==> config.mk <==
export PLATFORM = sky130hd
export DESIGN_NAME = fabric_map_subsystem
export DESIGN_NICKNAME = d
export VERILOG_FILES = /design/src/hw/fabric_pkg.sv /design/src/hw/fabric_map_subsystem.sv /design/src/hw/fabric_tag_demux.sv /design/src/hw/fabric_stream_buf.sv /design/src/hw/fabric_map_tag.sv /design/src/hw/fabric_map_cfg.sv
export SDC_FILE = /design/constraint.sdc
export NUM_CORES = 1
export LEC_CHECK = 0
export ABC_AREA = 0
export BUFFER_PORTS_ARGS = -buffer_cell sky130_fd_sc_hd__buf_2
export CAP_MARGIN = 10
export CORE_MARGIN = 3
export CORE_UTILIZATION = 48
export DETAILED_ROUTE_END_ITERATION = 12
export GPL_TIMING_DRIVEN = 0
export PLACE_DENSITY = 0.8
export SYNTH_ARGS = -nofsm -noshare
export SYNTH_HDL_FRONTEND = slang
export SYNTH_SLANG_ARGS = --single-unit
==> constraint.sdc <==
create_clock -name clk -period 3.3 [get_ports clk]
set_input_delay 0.33 -clock clk [delete_from_list [all_inputs] [get_ports clk]]
set_output_delay 0.33 -clock clk [all_outputs]
set_load 0.1 [all_outputs]
==> src/hw/fabric_pkg.sv <==
package fabric_pkg;

  // --------------------
  // Stream widths
  // --------------------

  // Width of the data word carried by every beat
  localparam int data_width = 32;

  // Source tag arriving on the input stream
  localparam int in_tag_width = 4;

  // Destination tag, also the output port select
  localparam int out_tag_width = 2;

  // Number of entries in the mapping table
  localparam int table_size = 4;

  // One output port per destination tag value
  localparam int num_ports = 2 ** out_tag_width;

  // --------------------
  // Beats and table
  // --------------------

  // Beat on the input side, tag in the upper bits
  typedef struct packed {
    logic [in_tag_width-1:0] tag;
    logic [data_width-1:0]   data;
  } in_beat_t;

  // Beat after mapping
  typedef struct packed {
    logic [out_tag_width-1:0] tag;
    logic [data_width-1:0]    data;
  } out_beat_t;

  // Single table entry
  typedef struct packed {
    logic                     valid;
    logic [in_tag_width-1:0]  src_tag;
    logic [out_tag_width-1:0] dst_tag;
  } map_entry_t;

  // Whole table, entry 0 in the low bits
  typedef map_entry_t [table_size-1:0] map_table_t;

  // --------------------
  // Error codes
  // --------------------

  // Code reported with error_valid
  typedef enum logic [15:0] {
    err_none            = 16'd0,
    // Two valid entries share one src_tag
    cfg_map_tag_dup_tag = 16'd1,
    // Beat tag hit no valid entry
    rt_map_tag_no_match = 16'd2
  } map_err_e;

endpackage
==> src/hw/fabric_map_subsystem.sv <==
`timescale 1ns/1ps

module fabric_map_subsystem (
  input  logic                              clk,
  input  logic                              rst_n,
  // Table write port
  input  logic                              cfg_we,
  input  logic [1:0]                        cfg_index,
  input  fabric_pkg::map_entry_t            cfg_entry,
  // Tagged input stream
  input  logic                              in_valid,
  output logic                              in_ready,
  input  fabric_pkg::in_beat_t              in_beat,
  // Output ports
  output logic [fabric_pkg::num_ports-1:0]  out_valid,
  input  logic [fabric_pkg::num_ports-1:0]  out_ready,
  output logic [fabric_pkg::data_width-1:0] out_data,
  // Sticky error report
  output logic                              error_valid,
  output fabric_pkg::map_err_e              error_code
);

  import fabric_pkg::*;

  // --------------------
  // Internal links
  // --------------------

  map_table_t map_table;

  // Lookup stage to buffer
  logic       tag_valid;
  logic       tag_ready;
  out_beat_t  tag_beat;

  // Buffer to port demux
  logic       buf_valid;
  logic       buf_ready;
  out_beat_t  buf_beat;

  fabric_map_cfg fabric_map_cfg_i (
    .clk       (clk),
    .rst_n     (rst_n),
    .cfg_we    (cfg_we),
    .cfg_index (cfg_index),
    .cfg_entry (cfg_entry),
    .map_table (map_table)
  );

  fabric_map_tag fabric_map_tag_i (
    .clk         (clk),
    .rst_n       (rst_n),
    .in_valid    (in_valid),
    .in_ready    (in_ready),
    .in_beat     (in_beat),
    .out_valid   (tag_valid),
    .out_ready   (tag_ready),
    .out_beat    (tag_beat),
    .map_table   (map_table),
    .error_valid (error_valid),
    .error_code  (error_code)
  );

  // Splits lookup from routing, one cycle of latency
  fabric_stream_buf fabric_stream_buf_i (
    .clk       (clk),
    .rst_n     (rst_n),
    .in_valid  (tag_valid),
    .in_ready  (tag_ready),
    .in_beat   (tag_beat),
    .out_valid (buf_valid),
    .out_ready (buf_ready),
    .out_beat  (buf_beat)
  );

  fabric_tag_demux fabric_tag_demux_i (
    .in_valid  (buf_valid),
    .in_ready  (buf_ready),
    .in_beat   (buf_beat),
    .out_valid (out_valid),
    .out_ready (out_ready),
    .out_data  (out_data)
  );

endmodule

==> src/hw/fabric_tag_demux.sv <==
`timescale 1ns/1ps

module fabric_tag_demux (
  // Buffered mapped stream
  input  logic                                in_valid,
  output logic                                in_ready,
  input  fabric_pkg::out_beat_t               in_beat,
  // Output ports sharing one data bus
  output logic [fabric_pkg::num_ports-1:0]    out_valid,
  input  logic [fabric_pkg::num_ports-1:0]    out_ready,
  output logic [fabric_pkg::data_width-1:0]   out_data
);

  import fabric_pkg::*;

  // --------------------
  // Port select
  // --------------------

  // Tag decodes to a one-hot valid, gated by the incoming valid
  always_comb begin
    for (int p = 0; p < num_ports; p++) begin
      out_valid[p] = in_valid && (in_beat.tag == p[out_tag_width-1:0]);
    end
  end

  // Only the selected port can stall the stream
  assign in_ready = out_ready[in_beat.tag];

  // Data is broadcast, valid tells each port whether it is theirs
  assign out_data = in_beat.data;

  // --------------------
  // Checks
  // --------------------

  // At most one port offered a beat at a time
  always_comb begin
    port_onehot: assert ($onehot0(out_valid))
      else $error("more than one out_valid bit high");
  end

endmodule

==> src/hw/fabric_stream_buf.sv <==
`timescale 1ns/1ps

module fabric_stream_buf (
  input  logic                  clk,
  input  logic                  rst_n,
  // Write side
  input  logic                  in_valid,
  output logic                  in_ready,
  input  fabric_pkg::out_beat_t in_beat,
  // Read side
  output logic                  out_valid,
  input  logic                  out_ready,
  output fabric_pkg::out_beat_t out_beat
);

  import fabric_pkg::*;

  // --------------------
  // State
  // --------------------

  // Fill level 0..2
  logic [1:0] count;
  logic       wr_ptr;
  logic       rd_ptr;
  logic       push;
  logic       pop;

  // Two beat slots
  out_beat_t  slot_mem [2];

  // Both handshake flags come from the registered fill level only
  assign in_ready  = (count != 2'd2);
  assign out_valid = (count != 2'd0);
  assign out_beat  = slot_mem[rd_ptr];

  assign push = in_valid && in_ready;
  assign pop  = out_valid && out_ready;

  // Pointers and fill level
  always_ff @(posedge clk or negedge rst_n) begin
    if (!rst_n) begin
      count  <= 2'd0;
      wr_ptr <= 1'b0;
      rd_ptr <= 1'b0;
    end else begin
      if (push) wr_ptr <= ~wr_ptr;
      if (pop)  rd_ptr <= ~rd_ptr;
      // Simultaneous push and pop keeps the level
      case ({push, pop})
        2'b10:   count <= count + 2'd1;
        2'b01:   count <= count - 2'd1;
        default: count <= count;
      endcase
    end
  end

  // Slot data
  always_ff @(posedge clk) begin
    if (push) begin
      slot_mem[wr_ptr] <= in_beat;
    end
  end

  // --------------------
  // Checks
  // --------------------

  no_push_full: assert property (
    @(posedge clk) disable iff (!rst_n) (count == 2'd2) |-> !push
  ) else $error("push into full buffer");

  no_pop_empty: assert property (
    @(posedge clk) disable iff (!rst_n) (count == 2'd0) |-> !pop
  ) else $error("pop from empty buffer");

endmodule

==> src/hw/fabric_map_tag.sv <==
`timescale 1ns/1ps

module fabric_map_tag (
  input  logic                   clk,
  input  logic                   rst_n,
  // Tagged input stream
  input  logic                   in_valid,
  output logic                   in_ready,
  input  fabric_pkg::in_beat_t   in_beat,
  // Mapped stream towards the buffer
  output logic                   out_valid,
  input  logic                   out_ready,
  output fabric_pkg::out_beat_t  out_beat,
  // Current table contents
  input  fabric_pkg::map_table_t map_table,
  // First error, held until reset
  output logic                   error_valid,
  output fabric_pkg::map_err_e   error_code
);

  import fabric_pkg::*;

  // --------------------
  // CAM lookup
  // --------------------

  logic [table_size-1:0]    match_vec;
  logic                     match_found;
  logic [out_tag_width-1:0] matched_dst_tag;

  // Entry hits when valid and its source tag equals the beat tag
  always_comb begin
    for (int i = 0; i < table_size; i++) begin
      match_vec[i] = map_table[i].valid && (map_table[i].src_tag == in_beat.tag);
    end
  end

  assign match_found = |match_vec;

  // Ascending scan, so the highest matching index wins
  always_comb begin
    matched_dst_tag = '0;
    for (int i = 0; i < table_size; i++) begin
      if (match_vec[i]) begin
        matched_dst_tag = map_table[i].dst_tag;
      end
    end
  end

  // --------------------
  // Stream handshake
  // --------------------

  // Ready comes straight from the buffer and never looks at in_valid
  assign in_ready = out_ready;

  // Unmatched beats are taken but never forwarded
  assign out_valid = in_valid && match_found;

  // New tag, data untouched
  assign out_beat.tag  = matched_dst_tag;
  assign out_beat.data = in_beat.data;

  // --------------------
  // Error detection
  // --------------------

  logic cfg_dup_tag;
  logic rt_no_match;

  // Pairwise compare of valid entries
  always_comb begin
    cfg_dup_tag = 1'b0;
    for (int i = 0; i < table_size; i++) begin
      for (int j = i + 1; j < table_size; j++) begin
        if (map_table[i].valid && map_table[j].valid &&
            (map_table[i].src_tag == map_table[j].src_tag)) begin
          cfg_dup_tag = 1'b1;
        end
      end
    end
  end

  // Flagged on the edge that actually consumes the stray beat
  assign rt_no_match = in_valid && in_ready && !match_found;

  // Capture only while nothing is latched yet
  // Duplicate beats no-match when both show up together
  always_ff @(posedge clk or negedge rst_n) begin
    if (!rst_n) begin
      error_valid <= 1'b0;
      error_code  <= err_none;
    end else if (!error_valid) begin
      if (cfg_dup_tag) begin
        error_valid <= 1'b1;
        error_code  <= cfg_map_tag_dup_tag;
      end else if (rt_no_match) begin
        error_valid <= 1'b1;
        error_code  <= rt_map_tag_no_match;
      end
    end
  end

  // Latched code stays put for as long as the error is raised
  error_code_held: assert property (
    @(posedge clk) disable iff (!rst_n)
    error_valid |=> $stable(error_code)
  ) else $error("error_code changed while error_valid was high");

endmodule

==> src/hw/fabric_map_cfg.sv <==
`timescale 1ns/1ps

module fabric_map_cfg (
  input  logic                   clk,
  input  logic                   rst_n,
  input  logic                   cfg_we,
  input  logic [1:0]             cfg_index,
  input  fabric_pkg::map_entry_t cfg_entry,
  output fabric_pkg::map_table_t map_table
);

  import fabric_pkg::*;

  // --------------------
  // Write decode
  // --------------------

  // One strobe per slot
  logic [table_size-1:0] entry_we;

  always_comb begin
    for (int i = 0; i < table_size; i++) begin
      // Only the addressed slot sees the strobe
      entry_we[i] = cfg_we && (cfg_index == i[1:0]);
    end
  end

  // --------------------
  // Table storage
  // --------------------

  // All entries come out of reset invalid
  // New entry is visible to lookups on the cycle after the write edge
  always_ff @(posedge clk or negedge rst_n) begin
    if (!rst_n) begin
      map_table <= '0;
    end else begin
      for (int i = 0; i < table_size; i++) begin
        if (entry_we[i]) begin
          // Whole entry replaced at once, valid bit included
          map_table[i] <= cfg_entry;
        end
      end
    end
  end

  // --------------------
  // Checks
  // --------------------

  // Write attempted while the table is held in reset has unknown effect
  cfg_we_in_reset: assert property (
    @(posedge clk) !rst_n |-> !cfg_we
  ) else $error("cfg write during reset, result unknown");

endmodule

==> metrics <==
VDD IR max=352 µV; Final min period=between 2 and 3 ns; Synth-to-Final Area Change=20.5%; WP data required=3.38 ns; Worst EP arrival=2.73 ns; Synth Flop Type=edfxtp_1; initial drt markers=145; post-CTS resize count=0; register area share after synthesis=0.636; #FFs+latches synth=around 100; worst slew pin tran=between 0.8 and 0.9 ns; final core utilization=0.595; vias in the first global route=2796; CTS tree=yes; initial antenna violation count=0; WL final=8750 µm; slack of the worst reg-to-reg path=0.65 ns; final hold violations=0; core area=0.00928 mm²; period utilization=0.802; leak pwr=2.22 nW; CP Class=reg2reg; First-pass DRT Iterations=4; Chip Width=between 100 and 150 µm; Die Ht=104 µm; clock transition at the registers of the reported paths=0.11 ns; # IOs=107; # port buffers=approximately 90; clk sinks=103; FP Rows=35; dpl hpwl=6450 µm; Cell Area, Placed=between 0.005 and 0.006 mm²; Critical Path Fanout Max=18; RePlAce Congestion=between 0.8 and 0.9; Hold Buf Count CTS=0; Layout Skew=~0.018 ns; total gr overflow=0; syn_area_per_cell=14.9 µm²; Max transition margin=0.463; setup violators final=0; EDFF count, synth=68; number of CTS-inserted buffers=9; Initial Util=0.494; H-tree depth=3; Post-synth ARST share=0.340; antenna viol nets, final=0; total track usage=0.168; DR vias/cell=4.92; Mapped Cells=307; Worst Hold Class=in2async; distinct cell type count after synthesis=40; largest net degree at the start of global routing=36; layout cells sized above 1=0.452; fin area=between 0.005 and 0.006 mm²; RSZ-0062 raised after global routing=false; Warnings, synthesis=0; max-cap violations=0; Peak Freq=378 MHz; clock buffer depth=2; Slew Limit Fails=0; Skew-Pair Late Insertion Delay=about 0.37 ns; nets@finish=478; Synth Cell Area=0.00459 mm²; PD cells=818 mW/mm²; Root Buffer=clkbuf_8; run status=finished clean; # Post-CTS Setup Buffers=0; drt drc=0; die area=0.0108 mm²; via count=2744; wire length of the first global-routing pass=about 14000 µm; antenna cells=0; CP Launch Type=register; CP endpoint kind=register; DR WL/cell=between 15 and 20 µm
final timing paths:
| path | from | to | depth (start not counted) |
|---|---|---|---|
| worst max register to register | fabric_map_cfg_i.map_table[10]$_DFFE_PN0P_ | fabric_stream_buf_i.slot_mem[0][30]$_DFFE_PP_ | 8 |
| min in group clk | in_beat[26] | fabric_stream_buf_i.slot_mem[1][26]$_DFFE_PP_ | 1 |
| worst max-delay path | fabric_map_cfg_i.map_table[10]$_DFFE_PN0P_ | fabric_stream_buf_i.slot_mem[0][30]$_DFFE_PP_ | 8 |
| worst min-delay path | rst_n | fabric_map_cfg_i.map_table[2]$_DFFE_PN0P_ | 1 |
| worst min register to register | fabric_map_tag_i.error_code[1]$_DFFE_PN0P_ | fabric_map_tag_i.error_code[1]$_DFFE_PN0P_ | 1 |
| max in group asynchronous | rst_n | fabric_stream_buf_i.count[0]$_DFFE_PN0P_ | 1 |
cells in the mapped netlist (2+ instances only):
| cell type | number | area share |
|---|---|---|
| a22oi_1 | 2 | 0.0033 |
| o21ai_0 | 2 | 0.0022 |
| clkbuf_1 | 9 | 0.0074 |
| o22ai_1 | 5 | 0.0068 |
| dfrtp_1 | 35 | 0.19 |
| mux2_2 | 61 | 0.15 |
| nor4_1 | 5 | 0.0068 |
| o211ai_1 | 3 | 0.0049 |
| mux2i_1 | 2 | 0.0044 |
| a21oi_1 | 4 | 0.0044 |
| nand2b_1 | 4 | 0.0055 |
| nand3_1 | 6 | 0.0065 |
| inv_1 | 8 | 0.0065 |
| nor3_1 | 8 | 0.0087 |
| nand3b_1 | 2 | 0.0033 |
| edfxtp_1 | 68 | 0.45 |
| a222oi_1 | 2 | 0.0044 |
| buf_1 | 5 | 0.0041 |
| xnor2_1 | 9 | 0.017 |
| buf_4 | 14 | 0.023 |
| nor2_1 | 7 | 0.0057 |
| xor2_1 | 26 | 0.050 |
| nand2_1 | 3 | 0.0025 |
stage by stage:
step / total power [mW] / setup WS, ns / TNS (ns) / hold slack (ns) / cells
floorplan: 3.45 / -0.128 / -8.73 / 0.0344 / 320
global placement: 3.73 / -0.881 / -59.81 / 0.447 / 540
detailed placement: 3.78 / 0.628 / 0 / 0.462 / 542
CTS: 4.56 / 0.605 / 0 / 0.0532 / 558
global route: 4.72 / 0.479 / 0 / 0.0780 / 558
finish: 4.52 / 0.652 / 0 / 0.0405 / 558
layout by cell type (no fill, tap or decap), types with 2 or more instances in the layout:
cell type   n
nor3_1      8
nand3b_1    2
inv_8       2
edfxtp_1   68
nor4_1      5
mux2_2     61
nor2_4      2
xnor2_1     9
buf_1       5
xor2_1     26
o211ai_1    3
o21ai_0     2
nand2_1     3
inv_6       2
a21oi_1     4
buf_16      2
nor2_1      5
buf_2      92
buf_4      14
conb_1     14
a222oi_1    2
mux2i_1     2
inv_1       8
clkinv_8    2
o22ai_1     5
dfrtp_1    35
a22oi_1     2
nand3_1     6
clkbuf_8    9
nand2b_1    4
clkbuf_1    9
registers in the layout, indices dropped and copies added, names as in the netlist:
| signal | cells |
|---|---|
| fabric_map_cfg_i.map_table | 28 |
| fabric_map_tag_i.error_code | 2 |
| fabric_map_tag_i.error_valid | 1 |
| fabric_stream_buf_i.count | 2 |
| fabric_stream_buf_i.rd_ptr | 1 |
| fabric_stream_buf_i.slot_mem | 68 |
| fabric_stream_buf_i.wr_ptr | 1 |
area by class of cell:
class	count	area [µm²]
repair buffers	93	510
plain buffers	29	163
inverters	9	33.8
clock buffers	9	124
flip-flops and latches	103	2920
clock inverters	7	81.3
fillers	760	3760
well taps	129	161
multi-input cells	179	1540
logic make-up after synthesis:
| logic type | share of synthesized area |
|---|---|
| xor+xnor | 0.0704 |
| simple gates | 0.0565 |
| buf+inv | 0.0428 |
| mux | 0.159 |
| fa+ha+maj | 0.00273 |
| flops | 0.636 |
| compound gates | 0.0316 |
| other cells | 0.000818 |
worst max-delay path, stage by stage (launching register included):
cell and delay (ns):
dfrtp_1 0.37, clkbuf_1 0.18, nand2b_1 0.11, o2111ai_1 0.13, or4_4 0.56, nand4_2 0.16
nand3_4 0.14, nor2_4 0.47, buf_16 0.23
per-layer routing:
| metal | track usage | share of wire | routed length (µm) |
|---|---|---|---|
| met1 | 0.224 | 0.44 | 3830 |
| met2 | 0.272 | 0.49 | 4290 |
| met3 | 0.0455 | 0.059 | 516 |
| met4 | 0.0513 | 0.013 | 112 |
| met5 | 0 | 0 | 0 |
power by group:
group          switching [mW]  internal [mW]
sequential             0.0972           1.53
clock                   0.472          0.304
combinational            1.60          0.525
Note: power is estimated with default switching activity, not from simulation.
